$ cat src/design/frontend_pkg.sv
`default_nettype none

package frontend_pkg;

    // primary opcode field, instr[31:26]
    typedef enum logic [5:0] {
        OPC_SPECIAL = 6'd0,
        OPC_REGIMM  = 6'd1,
        OPC_J       = 6'd2,
        OPC_JAL     = 6'd3,
        OPC_BEQ     = 6'd4,
        OPC_BNE     = 6'd5,
        OPC_BLEZ    = 6'd6,
        OPC_BGTZ    = 6'd7,
        OPC_ADDI    = 6'd8,
        OPC_ADDIU   = 6'd9,
        OPC_SLTI    = 6'd10,
        OPC_SLTIU   = 6'd11,
        OPC_ANDI    = 6'd12,
        OPC_ORI     = 6'd13,
        OPC_XORI    = 6'd14,
        OPC_LUI     = 6'd15,
        OPC_COP0    = 6'd16,
        // loads
        OPC_LB      = 6'd32,
        OPC_LH      = 6'd33,
        OPC_LWL     = 6'd34,
        OPC_LW      = 6'd35,
        OPC_LBU     = 6'd36,
        OPC_LHU     = 6'd37,
        // stores
        OPC_SB      = 6'd40,
        OPC_SH      = 6'd41,
        OPC_SW      = 6'd43
    } opcode_e;

    // decoded instruction class
    typedef enum logic [2:0] {
        OP_ALU_R    = 3'd0,
        OP_ALU_I    = 3'd1,
        OP_LOAD     = 3'd2,
        OP_STORE    = 3'd3,
        OP_BRANCH   = 3'd4,
        OP_JUMP     = 3'd5,
        OP_ERET     = 3'd6,
        OP_RESERVED = 3'd7
    } op_class_e;

    // funct and rs codes needed by the classifier
    localparam logic [5:0] FUNCT_JR   = 6'd8;
    localparam logic [5:0] FUNCT_ERET = 6'd24;
    // cop0 "co" form, rs field = 1_0000
    localparam logic [4:0] RS_CO      = 5'd16;

    // host register map, memory window sits below these
    localparam logic [31:0] CTRL_ADDR     = 32'h0000_0400;
    localparam logic [31:0] START_PC_ADDR = 32'h0000_0404;
    localparam int          CTRL_RUN_BIT  = 0;

    // queue entry = {pc, instr, addr_err}
    localparam int QUEUE_W         = 65;
    localparam int ENTRY_PC_LSB    = 33;
    localparam int ENTRY_INSTR_LSB = 1;
    localparam int ENTRY_ERR_BIT   = 0;

endpackage

`default_nettype wire

$ cat src/design/decode_unit.sv
`default_nettype none

module decode_unit (
    input  logic                             clk,
    input  logic                             rst,
    input  logic                             empty,
    input  logic [frontend_pkg::QUEUE_W-1:0] head_data,
    input  logic                             out_ready,
    output logic                             pop,
    output logic                             out_valid,
    output logic [31:0]                      out_pc,
    output frontend_pkg::op_class_e          out_op_class,
    output logic [4:0]                       out_rs,
    output logic [4:0]                       out_rt,
    output logic [4:0]                       out_rd,
    output logic [4:0]                       out_sa,
    output logic [5:0]                       out_funct,
    output logic [31:0]                      out_imm_ext,
    output logic [31:0]                      out_branch_target,
    output logic [31:0]                      out_jump_target,
    output logic                             out_in_delay_slot,
    output logic                             out_addr_err
);
    import frontend_pkg::*;

    logic [31:0] head_pc;
    logic [31:0] head_instr;
    logic        head_err;
    opcode_e     op;
    logic [4:0]  rs;
    logic [5:0]  funct;
    logic [15:0] imm;
    op_class_e   op_class;
    logic        zero_ext;
    logic [31:0] imm_ext;
    logic [31:0] pc_plus4;
    logic [31:0] branch_target;
    logic [31:0] jump_target;
    logic        load;
    logic        xfer;
    logic        out_is_cti;
    logic        cti_hist;
    logic        delay_slot;

    // unpack the queue head
    assign head_pc    = head_data[ENTRY_PC_LSB +: 32];
    assign head_instr = head_data[ENTRY_INSTR_LSB +: 32];
    assign head_err   = head_data[ENTRY_ERR_BIT];

    // instruction fields
    assign op    = opcode_e'(head_instr[31:26]);
    assign rs    = head_instr[25:21];
    assign funct = head_instr[5:0];
    assign imm   = head_instr[15:0];

    // opcode classification
    always_comb begin
        case (op)
            OPC_SPECIAL: op_class = (funct == FUNCT_JR) ? OP_JUMP : OP_ALU_R;
            OPC_J, OPC_JAL: op_class = OP_JUMP;
            OPC_REGIMM, OPC_BEQ, OPC_BNE,
            OPC_BLEZ, OPC_BGTZ: op_class = OP_BRANCH;
            OPC_ADDI, OPC_ADDIU, OPC_SLTI, OPC_SLTIU,
            OPC_ANDI, OPC_ORI, OPC_XORI, OPC_LUI: op_class = OP_ALU_I;
            OPC_LB, OPC_LH, OPC_LWL, OPC_LW,
            OPC_LBU, OPC_LHU: op_class = OP_LOAD;
            OPC_SB, OPC_SH, OPC_SW: op_class = OP_STORE;
            // only the eret form of cop0 is known
            OPC_COP0: begin
                if (rs == RS_CO && funct == FUNCT_ERET) begin
                    op_class = OP_ERET;
                end else begin
                    op_class = OP_RESERVED;
                end
            end
            default: op_class = OP_RESERVED;
        endcase
    end

    // logical immediates are zero extended
    assign zero_ext = (op == OPC_ANDI) || (op == OPC_ORI) || (op == OPC_XORI);
    assign imm_ext  = zero_ext ? {16'h0000, imm} : {{16{imm[15]}}, imm};

    // targets relative to the delay slot pc
    assign pc_plus4      = head_pc + 32'd4;
    // branch offset always sign extended
    assign branch_target = pc_plus4 + {{14{imm[15]}}, imm, 2'b00};
    assign jump_target   = {pc_plus4[31:28], head_instr[25:0], 2'b00};

    // output stage handshake
    assign xfer = out_valid && out_ready;
    assign load = !empty && (!out_valid || out_ready);
    assign pop  = load;

    // branch or jump currently held in the output stage
    assign out_is_cti = (out_op_class == OP_BRANCH) || (out_op_class == OP_JUMP);

    // predecessor is either the item leaving now or the last one gone
    assign delay_slot = out_valid ? out_is_cti : cti_hist;

    always_ff @(posedge clk) begin
        if (rst) begin
            out_valid <= 1'b0;
            cti_hist  <= 1'b0;
        end else begin
            if (load) begin
                out_valid <= 1'b1;
            end else if (xfer) begin
                out_valid <= 1'b0;
            end
            if (xfer) begin
                cti_hist <= out_is_cti;
            end
        end
    end

    // payload, held while stalled
    always_ff @(posedge clk) begin
        if (load) begin
            out_pc            <= head_pc;
            out_op_class      <= op_class;
            out_rs            <= rs;
            out_rt            <= head_instr[20:16];
            out_rd            <= head_instr[15:11];
            out_sa            <= head_instr[10:6];
            out_funct         <= funct;
            out_imm_ext       <= imm_ext;
            out_branch_target <= branch_target;
            out_jump_target   <= jump_target;
            out_in_delay_slot <= delay_slot;
            out_addr_err      <= head_err;
        end
    end

endmodule

`default_nettype wire

$ cat config.mk
export PLATFORM = sky130hd
export DESIGN_NAME = decode_unit
export DESIGN_NICKNAME = d
export VERILOG_FILES = /design/src/design/frontend_pkg.sv /design/src/design/decode_unit.sv
export SDC_FILE = /design/constraint.sdc
export NUM_CORES = 1
export LEC_CHECK = 0
export ABC_CLOCK_PERIOD_IN_PS = 8000
export BUFFER_PORTS_ARGS = -buffer_cell sky130_fd_sc_hd__buf_2
export CAP_MARGIN = 0
export CORE_MARGIN = 2
export CORE_UTILIZATION = 31
export CTS_BUF_LIST = sky130_fd_sc_hd__clkbuf_8 sky130_fd_sc_hd__clkbuf_16
export CTS_CLUSTER_SIZE = 20
export DETAILED_ROUTE_END_ITERATION = 8
export GPL_ROUTABILITY_DRIVEN = 0
export GPL_TIMING_DRIVEN = 0
export PLACE_DENSITY_LB_ADDON = 0.25
export SETUP_SLACK_MARGIN = 0.15
export SLEW_MARGIN = 25
export SYNTH_ARGS = -nofsm -noshare
export SYNTH_HDL_FRONTEND = slang
export SYNTH_SLANG_ARGS = --single-unit
$ cat constraint.sdc
create_clock -name clk -period 8 [get_ports clk]
set_input_delay 1.2 -clock clk [delete_from_list [all_inputs] [get_ports clk]]
set_output_delay 1.2 -clock clk [all_outputs]
set_load 0.005 [all_outputs]
==> metrics.txt, run 1 <==
Pleak about 3.4 nW; number of CTS-inserted buffers 9; Async S/R FF share, synth 0; Max-Cap Viols 0; wire per inst ~15 µm; CP required roughly 8.1 ns; clock sink total 100; Syn Area/Cell 11.51 µm²; Slew Viols, Final 0; hold buffers post-CTS 0; die footprint roughly 20000 µm²; largest net degree at the start of global routing 27; fin nets 863; CTS tree done; Post-Syn Instances just over 500; multi-input logic area 2417 µm²; final hold vios 0; IO Pins 230; clock root cell clkbuf_16; Post-Place Worst Slack ~3.3 ns; minimum clock period after layout ~4.3 ns; Top Metal Used met4; Yosys top cell by area edfxtp_1; Fmax 0.2350 GHz; final clock skew approximately 0.0073 ns; I/O Buffers 227; Adder-Cell Fraction of Synth Area 0.08181; hpwl dp 12.26 mm; drt first pass iters 5; DR WL met3 969 µm; Worst slew margin 0.5273; register area share after synthesis 0.5053; Largest stage delay, worst path roughly 0.5 ns; ratio of cells with drive above 1 in the final layout 0.4218; IR drop worst, VDD between 0.09 and 0.1 mV; post-route setup slack roughly 3.7 ns; H-tree depth 3; share of the synthesized area in the top cell type 0.4985; initial antenna violation count 0; synth top area cells edfxtp_1 50%, ha_1 7.8%, buf_4 7.8%, xnor2_1 4.9%, a21oi_1 3.1%; Reg clk slew, reported paths approximately 0.070 ns; first-pass GRT wire length 22.30 mm; core area ~19000 µm²; residual DRC count 0; Compound-Gate Fraction of Synth Area 0.1189; total gr overflow 0; FILL cells about 1900; Post-Synth Simple-Gate Area 0.1214; Post-CTS Setup Repair Bufs 0; WL met1 between 6 and 7 mm; post-synthesis mux area share 0.001908; synth cell count leaders 98 x edfxtp_1, 61 x buf_4, 37 x a21oi_1, 37 x ha_1, 37 x nand2_1; slowest CP cell nor4_1; met2 WL post-DR approximately 7.2 mm; Crit path arrival time roughly 4.4 ns; Final ANT Viol Nets 0; CP max FO 5; Synth Area in XOR/XNOR 0.08287; GRT Total Usage 0.1454; largest family of logic cells by synthesized area simple AND/OR/NAND/NOR gates; Tcrit/Tclk final 0.5320; Setup Viol. Count Final 0; fin util 0.4128; Netlist cell types 54; Worst-Margin Slew 0.7026 ns; Die Y 142.0 µm; r2r setup slk just over 6 ns; unrepaired setup endpoints after global routing no; initial core utilization 0.3156; routed wire length roughly 15 mm; row count 50; vias per inst 4.684; DRC marker count from the first detailed-route iteration approximately 290; synthesized area around 6000 µm²; FF/Latch Area ~3000 µm²; Area growth syn-to-layout 30.82%; PD cells 177.2 nW/µm²; Post-synth EDFFs slightly below 100; synth warn 0; HP Class flop to flop; post-CTS sizing 0; Primary FF master, synth edfxtp_1; total inserted antenna cells 0; Die Wd 142.0 µm; Synth Register Bits 100; Cell Chain, Critical Path buf_2 > and3_4 > and2_1 > nand2_1 > nor4_1 > nand3_1 > xnor2_1 > ha_1 > a21oi_1 > o21bai_1 > a21oi_1 > o21ai_0 > a21o_1 > a221o_1 > xnor2_1; Worst Setup End Kind flop; startpoint types primary input; most common cell in the netlist edfxtp_1; vias in the first global route about 4100; clk buf depth 2; via count ~4700; worst-skew pair later-pin latency ~0.35 ns; status finished clean; Setup CP Type primary input to flop
-- worst paths after layout --
kind | start | end | depth (start not counted)
worst min-delay path | cti_hist$_SDFFE_PP0P_ | cti_hist$_SDFFE_PP0P_ | 2
worst min register to register | cti_hist$_SDFFE_PP0P_ | cti_hist$_SDFFE_PP0P_ | 2
worst max-delay path | head_data[37] | out_branch_target[31]$_DFFE_PP_ | 15
worst max register to register | out_valid$_SDFFE_PP0P_ | out_branch_target[9]$_DFFE_PP_ | 5
-- area by class of cell --
class	instances	share of cell area
timing repair buffer	231	0.1604
tap	234	0.03791
clock inverter	7	0.006643
sequential	100	0.3863
multi-input combinational	338	0.3130
inverter	9	0.004375
clock buffer	9	0.02916
buffer	67	0.06222
-- layer usage --
metal,track usage,vias up
met5,0,-
met3,0.02389,16
li1,-,2331
met2,0.2466,180
met4,0.05737,0
met1,0.1855,2134
-- cells in the final DEF, fill, tap and decap left out, types with 3 or more instances in the layout --
cell type	netlist	final
nor2b_1	5	4
xor2_1	21	21
a21o_1	14	14
buf_4	61	61
a211oi_1	3	3
buf_16	0	3
nor3_1	6	6
clkbuf_16	0	9
nand2b_1	5	5
o21a_1	4	4
ha_1	37	37
and2_1	3	3
nor4_1	5	5
a31oi_1	3	3
a21oi_1	37	37
xnor2_1	33	33
o21ai_0	21	21
o21bai_1	10	10
o211a_1	3	3
inv_1	9	10
nand2_1	37	37
edfxtp_1	98	98
buf_2	0	227
nand3_1	16	16
and3_1	5	5
nor2_1	22	22
nand4_1	13	13
clkbuf_1	6	6
-- cells by family after synthesis --
group / count (synthesis)
XOR/XNOR: 55
buffers and inverters: 76
other: 1
multiplexers: 1
AO/OA/AOI/OAI: 109
AND/OR/NAND/NOR: 133
adder cells (fa/ha/maj): 38
flip-flops: 100
-- registers in the layout (all words and copies together), names as in the netlist --
register / flops
out_pc: 32
out_in_delay_slot: 1
cti_hist: 1
out_funct: 5
out_rs: 4
out_branch_target: 30
out_imm_ext: 3
out_op_class: 3
out_sa: 4
out_jump_target: 7
out_valid: 1
out_rd: 4
out_addr_err: 1
out_rt: 4
-- worst max-delay path: cells and delay by family --
family,cells,cell delay (ns)
adder cells (fa/ha/maj),1,0.30
XOR/XNOR,2,0.38
buffers and inverters,1,0.14
AND/OR/NAND/NOR,5,1.18
AO/OA/AOI/OAI,6,1.15
-- stage by stage --
stage               power, mW  hold WS [ns]  cell area, µm²  setup TNS (ns)  instances
detailed placement     0.9687        0.4508            7446               0        979
CTS                     1.384        0.4609            7722               0        995
floorplan              0.8361        0.4278            5907               0        514
global placement       0.9667        0.4390            7336          -55.26        975
finish                  1.368        0.4557            7722               0        995
global route            1.439        0.4940            7722               0        995
-- where the power goes --
group	leakage (nW)	internal [mW]	switching [mW]
registers	0.963	0.632	0.0141
logic	2.34	0.146	0.162
clock network	0.133	0.213	0.200
total	3.44	0.991	0.377
Note: power is estimated with default switching activity, not from simulation.
==> inputs of run 2 (changes only) <==
--- a/config.mk
+++ b/config.mk
@@ -5,7 +5,7 @@
 export SDC_FILE = /design/constraint.sdc
 export NUM_CORES = 1
 export LEC_CHECK = 0
-export ABC_CLOCK_PERIOD_IN_PS = 8000
+export ABC_CLOCK_PERIOD_IN_PS = 3700
 export BUFFER_PORTS_ARGS = -buffer_cell sky130_fd_sc_hd__buf_2
 export CAP_MARGIN = 0
 export CORE_MARGIN = 2
==> constraint.sdc (replaced) <==
create_clock -name clk -period 3.7 [get_ports clk]
set_input_delay 0.555 -clock clk [delete_from_list [all_inputs] [get_ports clk]]
set_output_delay 0.555 -clock clk [all_outputs]
set_load 0.005 [all_outputs]
==> metrics.txt, run 2 (synthesized netlist as in run 1, its figures left out) <==
status finished clean; clock root cell clkbuf_16; commonest cells after routing, fill and taps aside 227 x buf_2, 98 x edfxtp_1, 63 x buf_4; Setup Viol. Count Final 0 (unchanged); Setup CP Type primary input to flop; final hold vios 0 (unchanged); Flop pwr share 0.469 (-0.003); Reg clk slew, reported paths 0.07 ns (about the same); unrepaired setup endpoints after global routing no; Largest register FFs 32 (unchanged); Die Wd 142.0 µm (unchanged); Biggest register out_pc; Pleak 3.498 nW (+1.7%); DRC marker count from the first detailed-route iteration 279 (-2.4%); Fmax between 0.2 and 0.3 GHz; Tot Pwr 2.981 mW (+120%); CP max FO 5 (unchanged); Clk pwr share 0.305 (+0.003); FILL cells 1812 (-2.1%); Area growth syn-to-layout 32.56%; most common cell after layout, fill and taps aside buf_2; Max-Cap Viols 0 (unchanged); CTS tree done; fin util 0.4183 (+0.005485); total inserted antenna cells 0 (unchanged); Cell Chain, Critical Path buf_2 > and3_4 > and2_1 > nand2_1 > nor4_4 > nand3_1 > xnor2_2 > ha_1 > a21oi_1 > o21bai_1 > a21oi_2 > o21ai_1 > a21o_1 > a221o_1 > xnor2_1; H-tree depth 3 (unchanged); drt first pass iters 5 (unchanged); worst-skew pair later-pin latency 0.35 ns (about the same); first-pass GRT wire length 22.55 mm (+1.1%); die footprint 20160 µm² (unchanged); initial core utilization 0.3156 (unchanged); final clock skew 0.006084 ns (-0.001173 ns); Die Y 142.0 µm (unchanged); CP required 3.80 ns (-4.30 ns); Largest stage delay, worst path 0.37 ns (-0.13 ns); Worst slew margin 0.5360 (+0.008747); HP Class primary input to flop; minimum clock period after layout 3.364 ns; Logic pwr share 0.226 (about the same); number of CTS-inserted buffers 9 (unchanged); I/O Buffers 227 (unchanged); PD cells 381.0 nW/µm² (+120%); Tcrit/Tclk final 0.9092; clock sink total 100 (unchanged); wire per inst 15.15 µm (-0.37%); NetSw 829.4 µW (+120%); via count 4617 (-0.94%); vias per inst 4.631 (-1.1%); vias in the first global route 4191 (+1.6%); Int Pwr 2.152 mW (+120%); Worst-Margin Slew 0.6945 ns (-0.008114 ns); Largest regs out_pc x32, out_branch_target x30, out_jump_target x7; Final ANT Viol Nets 0 (unchanged); Post-Layout Cell Count 997 (+0.20%); clk buf depth 2 (unchanged); residual DRC count 0 (unchanged); hpwl dp 12.04 mm (-1.8%); dpl cells 979 (unchanged); Slew Viols, Final 0 (unchanged); ratio of cells with drive above 1 in the final layout 0.4430 (+0.02117); Crit path arrival time 3.47 ns (-0.89 ns); hold buffers post-CTS 0 (unchanged); fin nets 865 (+0.23%); startpoint types primary input; IR drop worst, VDD 0.2031 mV (+120%); Buf/Inv on CP 1 (unchanged); Sw Ratio 0.2782 (+0.002737); routed wire length 15.10 mm (-0.17%); Hold WS 0.3790 ns (-0.07674 ns); core area 18710 µm² (unchanged); row count 50 (unchanged); GRT Total Usage 0.1463 (+0.0009378); initial antenna violation count 0 (unchanged); slowest CP cell a221o_1; largest net degree at the start of global routing 28 (+3.7%); IO Pins 230 (unchanged); Largest delay share family, worst path compound AO/OA/AOI/OAI gates; total gr overflow 0 (unchanged); Worst Setup End Kind flop
run 2: layout make-up:
class	instances	area, µm²	share of cell area
flip-flops and latches	100	2983	0.3812
multi-input cells	338	2497	0.3192
repair buffers	233	1254	0.1602
plain buffers	67	480.5	0.06140
well taps	234	292.8	0.03742
clock buffers	9	225.2	0.02878
clock inverters	7	58.81	0.007515
inverters	9	33.78	0.004317
run 2: repair_timing:
action	in CTS	in global routing
setup buffers	0	2
pin swaps	0	4
endpoints found under the setup margin	2	5
resized for setup	2	14
gates cloned	0	0
run 2: through the flow:
| stage | setup WS [ns] | instance area [µm²] | TNS [ns] |
|---|---|---|---|
| final | 0.3360 | 7825 | 0 |
| after global routing | 0.1350 | 7825 | 0 |
| after CTS | 0.2671 | 7742 | 0 |
| after detailed placement | -0.3575 | 7446 | -0.8260 |
| after global placement | -0.3134 | 7343 | -1.011 |
| after floorplan | 0.5071 | 5914 | 0 |
run 2: routing by layer:
layer | vias up | wire, µm | part of all wire | global-route usage
met3 | 16 | 969 | 0.064 | 0.03869
met2 | 158 | 7106 | 0.47 | 0.2413
met4 | 0 | 266 | 0.018 | 0.04632
li1 | 2331 | - | - | -
met1 | 2112 | 6759 | 0.45 | 0.1879
met5 | - | 0 | 0 | 0
run 2: path summary, 6_finish.rpt:
check / startpoint / slack (ns) / to / depth (start not counted)
setup / recovery: head_data[37] / 0.34 / out_branch_target[31]$_DFFE_PP_ / 15
hold / removal: head_data[17] / 0.38 / out_rt[0]$_DFFE_PP_ / 1
setup reg to reg: out_valid$_SDFFE_PP0P_ / 1.73 / out_rd[0]$_DFFE_PP_ / 5
hold reg to reg: cti_hist$_SDFFE_PP0P_ / 0.45 / cti_hist$_SDFFE_PP0P_ / 2
run 2: power groups by stage:
stage               sequential [mW]  combinational [mW]  clock [mW]
finish                         1.40               0.675       0.910
global route                   1.41               0.750       0.990
CTS                            1.40               0.675       0.952
detailed placement             1.42               0.670           0
global placement               1.43               0.653           0
floorplan                      1.44               0.363           0
