--- src/design/frontend_pkg.sv ---
`default_nettype none

package frontend_pkg;

    // primary opcode field, instr[31:26]
    typedef enum logic [5:0] {
        OPC_SPECIAL = 6'd0,
        OPC_REGIMM  = 6'd1,
        OPC_J       = 6'd2,
        OPC_JAL     = 6'd3,
        OPC_BEQ     = 6'd4,
        OPC_BNE     = 6'd5,
        OPC_BLEZ    = 6'd6,
        OPC_BGTZ    = 6'd7,
        OPC_ADDI    = 6'd8,
        OPC_ADDIU   = 6'd9,
        OPC_SLTI    = 6'd10,
        OPC_SLTIU   = 6'd11,
        OPC_ANDI    = 6'd12,
        OPC_ORI     = 6'd13,
        OPC_XORI    = 6'd14,
        OPC_LUI     = 6'd15,
        OPC_COP0    = 6'd16,
        // loads
        OPC_LB      = 6'd32,
        OPC_LH      = 6'd33,
        OPC_LWL     = 6'd34,
        OPC_LW      = 6'd35,
        OPC_LBU     = 6'd36,
        OPC_LHU     = 6'd37,
        // stores
        OPC_SB      = 6'd40,
        OPC_SH      = 6'd41,
        OPC_SW      = 6'd43
    } opcode_e;

    // decoded instruction class
    typedef enum logic [2:0] {
        OP_ALU_R    = 3'd0,
        OP_ALU_I    = 3'd1,
        OP_LOAD     = 3'd2,
        OP_STORE    = 3'd3,
        OP_BRANCH   = 3'd4,
        OP_JUMP     = 3'd5,
        OP_ERET     = 3'd6,
        OP_RESERVED = 3'd7
    } op_class_e;

    // funct and rs codes needed by the classifier
    localparam logic [5:0] FUNCT_JR   = 6'd8;
    localparam logic [5:0] FUNCT_ERET = 6'd24;
    // cop0 "co" form, rs field = 1_0000
    localparam logic [4:0] RS_CO      = 5'd16;

    // host register map, memory window sits below these
    localparam logic [31:0] CTRL_ADDR     = 32'h0000_0400;
    localparam logic [31:0] START_PC_ADDR = 32'h0000_0404;
    localparam int          CTRL_RUN_BIT  = 0;

    // queue entry = {pc, instr, addr_err}
    localparam int QUEUE_W         = 65;
    localparam int ENTRY_PC_LSB    = 33;
    localparam int ENTRY_INSTR_LSB = 1;
    localparam int ENTRY_ERR_BIT   = 0;

endpackage

`default_nettype wire

--- src/design/fetch_unit.sv ---
`default_nettype none

module fetch_unit #(
    parameter int IMEM_DEPTH = 256
) (
    input  logic                             clk,
    input  logic                             rst,
    input  logic                             run,
    input  logic [31:0]                      start_pc,
    input  logic [31:0]                      fetch_instr,
    input  logic                             full,
    output logic [31:0]                      fetch_addr,
    output logic                             push,
    output logic [frontend_pkg::QUEUE_W-1:0] push_data
);

    localparam int            AW       = (IMEM_DEPTH > 1) ? $clog2(IMEM_DEPTH) : 1;
    localparam logic [AW-1:0] IDX_LAST = AW'(IMEM_DEPTH - 1);

    logic          run_q;
    logic          run_rise;
    logic [31:0]   pc;
    logic [31:0]   pc_next;
    logic [AW-1:0] word_idx;
    logic [AW-1:0] word_next;
    logic          addr_err;

    // run edge, pc gets loaded here
    assign run_rise = run && !run_q;

    // one word per cycle once pc is loaded
    assign push = run && run_q && !full;

    // misaligned start, step by 4 keeps the low bits
    assign addr_err = (pc[1:0] != 2'b00);

    // word index wraps at depth
    // upper and byte bits pass through
    assign word_idx  = pc[AW+1:2];
    assign word_next = (word_idx == IDX_LAST) ? '0 : word_idx + 1'b1;

    always_comb begin
        pc_next         = pc;
        pc_next[AW+1:2] = word_next;
    end

    always_ff @(posedge clk) begin
        if (rst) begin
            run_q <= 1'b0;
            pc    <= '0;
        end else begin
            run_q <= run;
            if (run_rise) begin
                pc <= start_pc;
            end else if (push) begin
                pc <= pc_next;
            end
        end
    end

    assign fetch_addr = pc;

    // entry layout {pc, instr, addr_err}
    assign push_data = {pc, fetch_instr, addr_err};

endmodule

`default_nettype wire

--- config.mk ---
export PLATFORM = sky130hd
export DESIGN_NAME = fetch_unit
export DESIGN_NICKNAME = d
export VERILOG_FILES = /design/src/design/frontend_pkg.sv /design/src/design/fetch_unit.sv
export SDC_FILE = /design/constraint.sdc
export NUM_CORES = 1
export LEC_CHECK = 0
export ABC_AREA = 1
export BUFFER_PORTS_ARGS = -buffer_cell sky130_fd_sc_hd__buf_4
export CORE_UTILIZATION = 34
export CTS_CLUSTER_SIZE = 20
export DETAILED_ROUTE_END_ITERATION = 12
export MAX_ROUTING_LAYER = met4
export PLACE_DENSITY = 0.74
export RECOVER_POWER = 50
export SETUP_SLACK_MARGIN = 0.02
export SKIP_LAST_GASP = 1
export SLEW_MARGIN = 10
export SYNTH_ARGS = -nofsm -noshare
export SYNTH_HDL_FRONTEND = slang
export SYNTH_SLANG_ARGS = --single-unit
--- constraint.sdc ---
create_clock -name clk -period 1.2 [get_ports clk]
set_input_delay 0 -clock clk [delete_from_list [all_inputs] [get_ports clk]]
set_output_delay 0 -clock clk [all_outputs]
set_load 0.1 [all_outputs]
==> results.yml, run 1 <==
detailed_routing:
  drt-vias-per-instance: 4.50
  routed_wl_mm: 5.34
  vias: 1849
  drt-wirelength-per-cell_um: 13.0
  drc: 0
  drt_first_iter_violations: 66
  dr.pass1.iters: 5
  ant_nets: 0
final_layout:
  fin_cells: 411
  drive_gt1_frac: 0.504
  area_growth_pct: 44.1
  n_antenna_cell: 0
  num-fill-cells: 517
  fin_area_sq_mm: 0.00271
  fin_nets: 409
worst_setup_path:
  critical_path_class: "reg -> reg"
  reg2reg_slack_ps: 30
  cp-start-kind: "flip-flop"
  setup.worst_path.end_class: "flip-flop"
  worstPathMaxFanout: 5
  cp.arrival_ps: 1340
  critPathRequiredTime_ps: 1370
clocking:
  cts.sink_count: 33
  cts_tree: "done"
  clk_path_buf_depth: 2
  clock_latency_ps: 280
  cts.reportedPaths.clkPinSlew_ps: 70
  htree_levels: 2
  cts-buffers-inserted: 5
  cts-root-buf: "clkbuf_8"
yosys:
  synth_cell_types: 21
  synth_top_area_frac: 0.352
  synth-compound-area-share: 0.107
  synth_fa_ha_area_frac: 0.00666
  synth_top_family_by_area: "buffers and inverters"
  synthXorXnorAreaFrac: 0.00466
  yosysWarnings: 0
  syn-cell-area_sq_mm: 0.00188
  yosysSeqAreaShare: 0.352
  ys_ff_latch: 33
  ys_top_cells_by_area: "dfxtp_1 (35%), buf_4 (26%), nor2_1 (13%)"
  synth_simple_gate_area_frac: 0.214
  synth_nets: 333
  syn-mean-instance-area_sq_um: 7.12
  synth_top_cell_by_area: "dfxtp_1"
  syn-instance-count: 264
  synth_mux_area_frac: 0
grt:
  grt_pass1_vias: 1721
  grt_max_degree: 16
  grt_pass1_wl_mm: 8.22
  gr-total-overflow: 0
  grt_usage: 0.181
  antenna_found_initial: 0
power_and_ir_drop:
  ir_drop_mv: 0.583
  cellLeakagePower_nw: 1.34
  pwr_density_cell_mw_per_mm2: 1480
die:
  rows: 26
  die_area_sq_mm: 0.00583
  fp.coreArea_sq_mm: 0.00520
  die_h_um: 76.3
  start_util: 0.361
  die_x_um: 76.3
  pin_count: 166
sta:
  rsz0062_at_grt: "true"
  relSlewSlack: 0.633
  finalHoldViolCount: 0
  finalCritPeriodShare: 0.977
  finalCriticalPeriod_ps: 1170
  fmax_ghz: 0.853
  drv_slew: 0
  worst_pin_slew_ps: 552
  skew_ps: 1.63
  setup_viol: 0
placement:
  dp.cells: 369
  hpwl_mm: 3.43
  gp_congestion: 0.838
  post_dp_cell_area_sq_mm: 0.00232
  port_buffers: 101
worst_hold_path:
  worstHoldPathType: "in -> out"
status:
  status: "complete, no violations"
run:
  maxCapViolCount: 0
[kinds of logic after synthesis]
family                     count (synthesis)
xor gates and xnor gates                   1
buffers and inverters                     87
DFF                                       33
AOI/OAI and AO/OA                         38
and+or+nand+nor                          104
adders and majority gates                  1
[critical path: stages (launching register included)]
cell and delay [ps]:
dfxtp_4 370, ha_4 150, nand2_4 70, nor2_4 90
nand2_1 70, nand2_2 90, inv_4 50, a21oi_2 110
nor2_1 50
[registers in the layout (all words and copies together), names as in the netlist]
name and flops:
fetch_addr 32, run_q 1
[timing repair]
action	CTS	global route
gates resized for setup	1	14
setup buffers	3	4
pin swaps	0	4
endpoints found under the setup margin	3	14
hold endpoints to repair	32	0
hold buffers	27	0
[cell type report]
| cell class | instances | area [sq um] | share of cell area |
|---|---|---|---|
| multi-input cells | 144 | 681 | 0.251 |
| clock inverters | 1 | 5.00 | 0.00185 |
| clock buffers | 7 | 96.3 | 0.0356 |
| well taps | 70 | 87.6 | 0.0323 |
| flip-flops and latches | 33 | 719 | 0.266 |
| repair buffers | 143 | 1060 | 0.393 |
| inverters | 13 | 53.8 | 0.0199 |
[through the flow]
stage	setup slack [ps]	hold slack, ps	power, mW	TNS (ps)	utilization
finish	27.2	0.0386	4.00	0	0.520
global route	-72.0	0.135	4.15	-99.9	0.520
CTS	-9.02	0.681	4.06	-9.02	0.522
detailed placement	-19.9	0.681	3.05	-19.9	0.445
global placement	49.7	0.681	3.04	0	0.445
floorplan	-175	107	3.27	-896	-
[synth_stat cells]
cell,instances
a31oi_1,1
buf_2,5
dfxtp_1,33
inv_4,1
buf_4,65
o21a_1,1
xor2_1,1
inv_1,11
o21bai_1,1
buf_6,2
nand3_1,6
inv_2,1
or2_0,1
a21oi_2,1
or2_2,1
o21ai_0,25
a21oi_1,9
ha_1,1
nand2_1,31
clkbuf_1,2
nor2_1,65
[cells in the final DEF (no fill, tap or decap), types with 2 or more instances in the layout]
master         instances
a21oi_2                2
dfxtp_2               26
nor2_4                 2
nand3_1                5
buf_4                 82
nor2_1                62
o21ai_0               25
inv_1                 10
clkbuf_8               7
clkbuf_2              30
nand2_1               26
buf_2                  2
dlygate4sd3_1         27
nand2_2                4
inv_4                  2
dfxtp_4                7
a21oi_1                8
[path summary, 6_finish.rpt]
check,depth (start not counted),to,start
max,8,fetch_addr[4]$_SDFFE_PP0P_,fetch_addr[2]$_SDFFE_PP0P_
min reg2reg,2,fetch_addr[16]$_SDFFE_PP0N_,fetch_addr[16]$_SDFFE_PP0N_
max reg2reg,8,fetch_addr[4]$_SDFFE_PP0P_,fetch_addr[2]$_SDFFE_PP0P_
min,0,push_data[20],fetch_instr[19]
[power breakdown]
part	internal [mW]	leakage [nW]	total (mW)	switching [mW]
Clock	0.518	0.0542	0.912	0.394
Sequential	1.19	0.286	1.26	0.0770
Combinational	0.387	0.996	1.82	1.43
[layer usage]
metal | global-route usage | vias up | part of all wire
li1 | - | 908 | -
met1 | 0.183 | 845 | 0.37
met2 | 0.334 | 73 | 0.54
met3 | 0.0275 | 23 | 0.061
met4 | 0.0942 | 0 | 0.028
met5 | - | - | 0
(Power assumes the default switching activity.)
==> inputs of run 2 (changes only) <==
--- a/config.mk
+++ b/config.mk
@@ -12,7 +12,6 @@
 export DETAILED_ROUTE_END_ITERATION = 12
 export MAX_ROUTING_LAYER = met4
 export PLACE_DENSITY = 0.74
-export RECOVER_POWER = 50
 export SETUP_SLACK_MARGIN = 0.02
 export SKIP_LAST_GASP = 1
 export SLEW_MARGIN = 10
==> run 2 against run 1 <==
Net effect: first-iteration DRC count down 17%; worst hold slack unchanged; sequential share of layout area down 0.80 points; design area up 3.1%; combinational power up 3%; setup slack worse by 5.5 ps; non-clock buffer count unchanged; critical path depth unchanged.
==> results.yml, run 2 (synthesis results as in run 1) <==
final_layout:
  final_cell_mix: "buf_4 (115), nor2_1 (62), dlygate4sd3_1 (27), nand2_1 (26), dfxtp_2 (26)"
  area_growth_pct: 48.5
  num-fill-cells: 490
  n_antenna_cell: 0
  drive_gt1_frac: 0.507
  largest_reg_flops: 32
  seq_area_sq_um: 719
  final_common_cell: "buf_4"
  multi_input_area_sq_um: 681
  fin_nets: 409
worst_setup_path:
  cp-start-kind: "flip-flop"
  cpMaxStageDelayCell: "dfxtp_4"
  setup.worst_path.end_class: "flip-flop"
  critPathRequiredTime_ps: 1370
  worstPathMaxFanout: 5
  critical_path_class: "reg -> reg"
  cp.arrival_ps: 1350
  cpPeakStageDelay_ps: 370
  path_delay_family: "flip-flops"
  worst-path-buf-inv: 1
  path_cells: "ha_4, nand2_4, nor2_4, nand2_1, nand2_2, inv_4, a21oi_2, nor2_1"
power_and_ir_drop:
  power_mw: 4.05
  ir_drop_mv: 0.582
  cellLeakagePower_nw: 1.36
  pwr_density_cell_mw_per_mm2: 1450
detailed_routing:
  dr.pass1.iters: 4
  vias: 1858
  drc: 0
  drt_first_iter_violations: 55
  ant_nets: 0
  drt-wirelength-per-cell_um: 13.0
  drt-vias-per-instance: 4.52
  routed_wl_mm: 5.35
status:
  status: "complete, no violations"
die:
  start_util: 0.361
  fp.coreArea_sq_mm: 0.00520
  die_x_um: 76.3
  rows: 26
  die_area_sq_mm: 0.00583
  die_h_um: 76.3
  pin_count: 166
clocking:
  clk_path_buf_depth: 2
  cts_tree: "done"
  cts-root-buf: "clkbuf_8"
  clock_latency_ps: 280
  cts.reportedPaths.clkPinSlew_ps: 70
  cts.sink_count: 33
  htree_levels: 2
  cts-buffers-inserted: 5
placement:
  gp_congestion: 0.838
  port_buffers: 101
  dpl_worst_slack_ps: -19.9
  hpwl_mm: 3.43
sta:
  tns_ps: 0
  worst_pin_slew_ps: 291
  hold_ws_ps: 0.0386
  setup_ws_ps: 21.7
  rsz0062_at_grt: "true"
  relSlewSlack: 0.808
  skew_ps: 2.24
  finalCritPeriodShare: 0.982
  setup_viol: 0
  finalHoldViolCount: 0
  fmax_ghz: 0.849
  finalCriticalPeriod_ps: 1180
  drv_slew: 0
grt:
  grt_pass1_vias: 1721
  grt_usage: 0.181
  antenna_found_initial: 0
  gr-total-overflow: 0
  grt_pass1_wl_mm: 8.22
  grt_max_degree: 16
worst_hold_path:
  worstHoldPathType: "in -> out"
run:
  maxCapViolCount: 0
run 2: final cells by class:
type,instances,area share
clock inverters,1,0.00179
clock buffers,7,0.0345
repair buffers,143,0.411
well taps,70,0.0314
inverters,13,0.0193
flip-flops and latches,33,0.258
multi-input cells,144,0.244
run 2: metal layers:
layer  part of all wire  vias to the layer above  wire length [um]  global-route usage
met1               0.37                      852              1990               0.183
li1                   -                      910                 -                   -
met5                  0                        -                 0                   -
met3              0.057                       25               305              0.0275
met4              0.028                        0               149              0.0942
met2               0.54                       71              2910               0.334
run 2: repair_timing:
item	CTS	global route
endpoints found under the setup margin	3	14
hold buffers	27	0
hold endpoints to repair	32	0
gates resized for setup	1	14
setup buffers	3	4
pin swaps	0	4
run 2: worst paths after layout:
path,startpoint,endpoint,slack (ps),depth (start not counted)
max,fetch_addr[2]$_SDFFE_PP0P_,fetch_addr[4]$_SDFFE_PP0P_,20,8
min,fetch_instr[19],push_data[20],0.04,0
max reg2reg,fetch_addr[2]$_SDFFE_PP0P_,fetch_addr[4]$_SDFFE_PP0P_,20,8
min reg2reg,fetch_addr[16]$_SDFFE_PP0N_,fetch_addr[16]$_SDFFE_PP0N_,490,2
run 2: report_power, final:
part | total (mW) | internal (mW) | switching, mW | leakage [nW]
clock network | 0.913 | 0.518 | 0.395 | 0.0542
logic | 1.87 | 0.438 | 1.43 | 1.02
registers | 1.27 | 1.19 | 0.0789 | 0.286
total | 4.05 | 2.14 | 1.91 | 1.36
run 2: stage by stage:
step,utilization,area (sq um),instances
final,0.536,2790,411
after global routing,0.536,2790,411
after CTS,0.522,2720,407
after detailed placement,0.445,2320,369
after global placement,0.445,2320,369
after floorplan,-,1950,264
==> inputs of run 3 (changes only) <==
--- a/config.mk
+++ b/config.mk
@@ -7,11 +7,11 @@
 export LEC_CHECK = 0
 export ABC_AREA = 1
 export BUFFER_PORTS_ARGS = -buffer_cell sky130_fd_sc_hd__buf_4
-export CORE_UTILIZATION = 34
+export CORE_UTILIZATION = 41
 export CTS_CLUSTER_SIZE = 20
 export DETAILED_ROUTE_END_ITERATION = 12
 export MAX_ROUTING_LAYER = met4
-export PLACE_DENSITY = 0.74
+export PLACE_DENSITY = 0.84
 export SETUP_SLACK_MARGIN = 0.02
 export SKIP_LAST_GASP = 1
 export SLEW_MARGIN = 10
==> constraint.sdc (replaced) <==
create_clock -name clk -period 1.5 [get_ports clk]
set_input_delay 0 -clock clk [delete_from_list [all_inputs] [get_ports clk]]
set_output_delay 0 -clock clk [all_outputs]
set_load 0.1 [all_outputs]
==> run 3 against run 2 <==
Net effect: critical path depth unchanged; core utilization increased by 5.6 points; largest cell class unchanged; sequential cell count unchanged; worst hold slack about the same; clock skew increased by 6.6 ps; largest power group unchanged; critical endpoint unchanged; routed wire length decreased by 11%.
==> results.yml, run 3 (synthesis results as in run 1) <==
status:
  status: "complete, no violations"
clocking:
  cts-root-buf: "clkbuf_8"
  clock_latency_ps: 280
  cts-buffers-inserted: 5
  cts.reportedPaths.clkPinSlew_ps: 70
  cts.sink_count: 33
  post_cts_buffers: 0
  cts_tree: "done"
  htree_levels: 2
  post_cts_resized: 0
  cts_hold_buffers: 29
  clk_path_buf_depth: 2
detailed_routing:
  drt_first_iter_violations: 86
  vias: 1832
  drt-vias-per-instance: 4.78
  dr.pass1.iters: 4
  ant_nets: 0
  drt-wirelength-per-cell_um: 12.5
  routed_wl_mm: 4.77
  drc: 0
die:
  pin_count: 166
  die_area_sq_mm: 0.00486
  fp.coreArea_sq_mm: 0.00438
  start_util: 0.429
  die_x_um: 69.7
  die_h_um: 69.7
  rows: 24
worst_setup_path:
  path_delay_family: "simple AND/OR/NAND/NOR gates"
  cpMaxStageDelayCell: "dfxtp_4"
  path_cells: "ha_1, nand2_1, nor2_1, nand2_1, nand2_1, inv_1, a21oi_1, nor2_1"
  setup.worst_path.end_class: "flip-flop"
  worstPathMaxFanout: 5
  r2r_cells: 8
  cp-start-kind: "flip-flop"
  worst-path-buf-inv: 1
  timing.rr.end: "fetch_addr[4]$_SDFFE_PP0P_"
  cp.arrival_ps: 1500
  reg2reg_slack_ps: 180
  critPathRequiredTime_ps: 1680
  critical_path_class: "reg -> reg"
  worstReg2RegStart: "fetch_addr[2]$_SDFFE_PP0P_"
  crit_top_cell: "nand2_1"
  cpPeakStageDelay_ps: 370
final_layout:
  largest_reg_flops: 32
  fin_nets: 399
  area_growth_pct: 38.3
  final_cell_mix: "buf_4 (104), nor2_1 (65), nand2_1 (31), dlygate4sd3_1 (29)"
  n_antenna_cell: 0
  final_common_cell: "buf_4"
  drive_gt1_frac: 0.372
power_and_ir_drop:
  cellLeakagePower_nw: 1.29
  pwr_density_cell_mw_per_mm2: 1250
  ir_drop_mv: 0.659
placement:
  gp_congestion: 0.919
  port_buffers: 101
  dpl_worst_slack_ps: 216
  hpwl_mm: 3.21
sta:
  relSlewSlack: 0.584
  finalCriticalPeriod_ps: 1320
  tns_ps: 0
  worst_pin_slew_ps: 623
  fmax_ghz: 0.757
  drv_slew: 0
  finalCritPeriodShare: 0.881
  skew_ps: 8.82
  finalHoldViolCount: 0
  setup_viol: 0
  setup_ws_ps: 179
  rsz0062_at_grt: "false"
run:
  maxCapViolCount: 0
grt:
  grt_max_degree: 27
  grt_pass1_wl_mm: 7.18
  grt_usage: 0.192
  gr-total-overflow: 0
  antenna_found_initial: 0
  grt_pass1_vias: 1549
worst_hold_path:
  hp-start: "fetch_instr[19]"
  min_path_cells: 0
  hold_path_end: "push_data[20]"
  worstHoldPathType: "in -> out"
==> run 3: cell types whose count changed in the layout (fill, tap and decap cells not counted), sizes merged <==
cell,previous run,this run
clkbuf,7,8
buf,116,104
dlygate4sd3,27,29
clkinv,1,0
==> run 3: report_power, final <==
| part | switching [mW] | leakage, nW | internal, mW |
|---|---|---|---|
| Sequential | 0.0623 | 0.277 | 0.943 |
| Combinational | 1.13 | 0.956 | 0.327 |
| Clock | 0.320 | 0.0566 | 0.474 |
| Total | 1.51 | 1.29 | 1.74 |
==> run 3: worst max path at each step <==
stage,start,to,slack [ps],depth (start not counted)
2_1_floorplan,fetch_addr[0]$_SDFFE_PP0N_,push_data[0],30,2
3_3_place_gp,fetch_addr[3]$_SDFFE_PP0P_,fetch_addr[4]$_SDFFE_PP0P_,280,8
3_5_place_dp,fetch_addr[2]$_SDFFE_PP0P_,fetch_addr[4]$_SDFFE_PP0P_,220,8
4_1_cts,rst,fetch_addr[14]$_SDFFE_PP0N_,190,5
5_1_grt,rst,fetch_addr[16]$_SDFFE_PP0N_,60,5
6_report,fetch_addr[2]$_SDFFE_PP0P_,fetch_addr[4]$_SDFFE_PP0P_,180,8
==> run 3: routing by layer <==
| metal | share of wire | vias up | GRT usage |
|---|---|---|---|
| met5 | 0 | - | - |
| met4 | 0.027 | 0 | 0.0956 |
| met3 | 0.078 | 17 | 0.0480 |
| met2 | 0.51 | 109 | 0.337 |
| met1 | 0.38 | 811 | 0.201 |
| li1 | - | 895 | - |
==> run 3: worst reg2reg max path, stage by stage, from the launching register on <==
cell and delay (ps):
dfxtp_4 370, ha_1 170, nand2_1 90, nor2_1 150, nand2_1 70, nand2_1 70, inv_1 100, a21oi_1 140
nor2_1 50
==> run 3: cell type report <==
cell class	instances	area, sq um
Sequential cell	33	676
Fill cell	395	1790
Inverter	13	51.3
Clock buffer	8	111
Timing Repair Buffer	133	1070
Multi-Input combinational cell	144	624
Tap cell	52	65.1
==> run 3: metrics by stage <==
stage	cell area [sq um]	power, mW	utilization	hold WS, ps	std cells
2_1_floorplan	1890	2.60	-	107	264
6_report	2600	3.25	0.593	0.0439	383
5_1_grt	2600	3.37	0.593	0.143	383
3_5_place_dp	2200	2.41	0.501	0.681	346
3_3_place_gp	2200	2.40	0.501	0.681	346
4_1_cts	2600	3.27	0.593	0.681	383
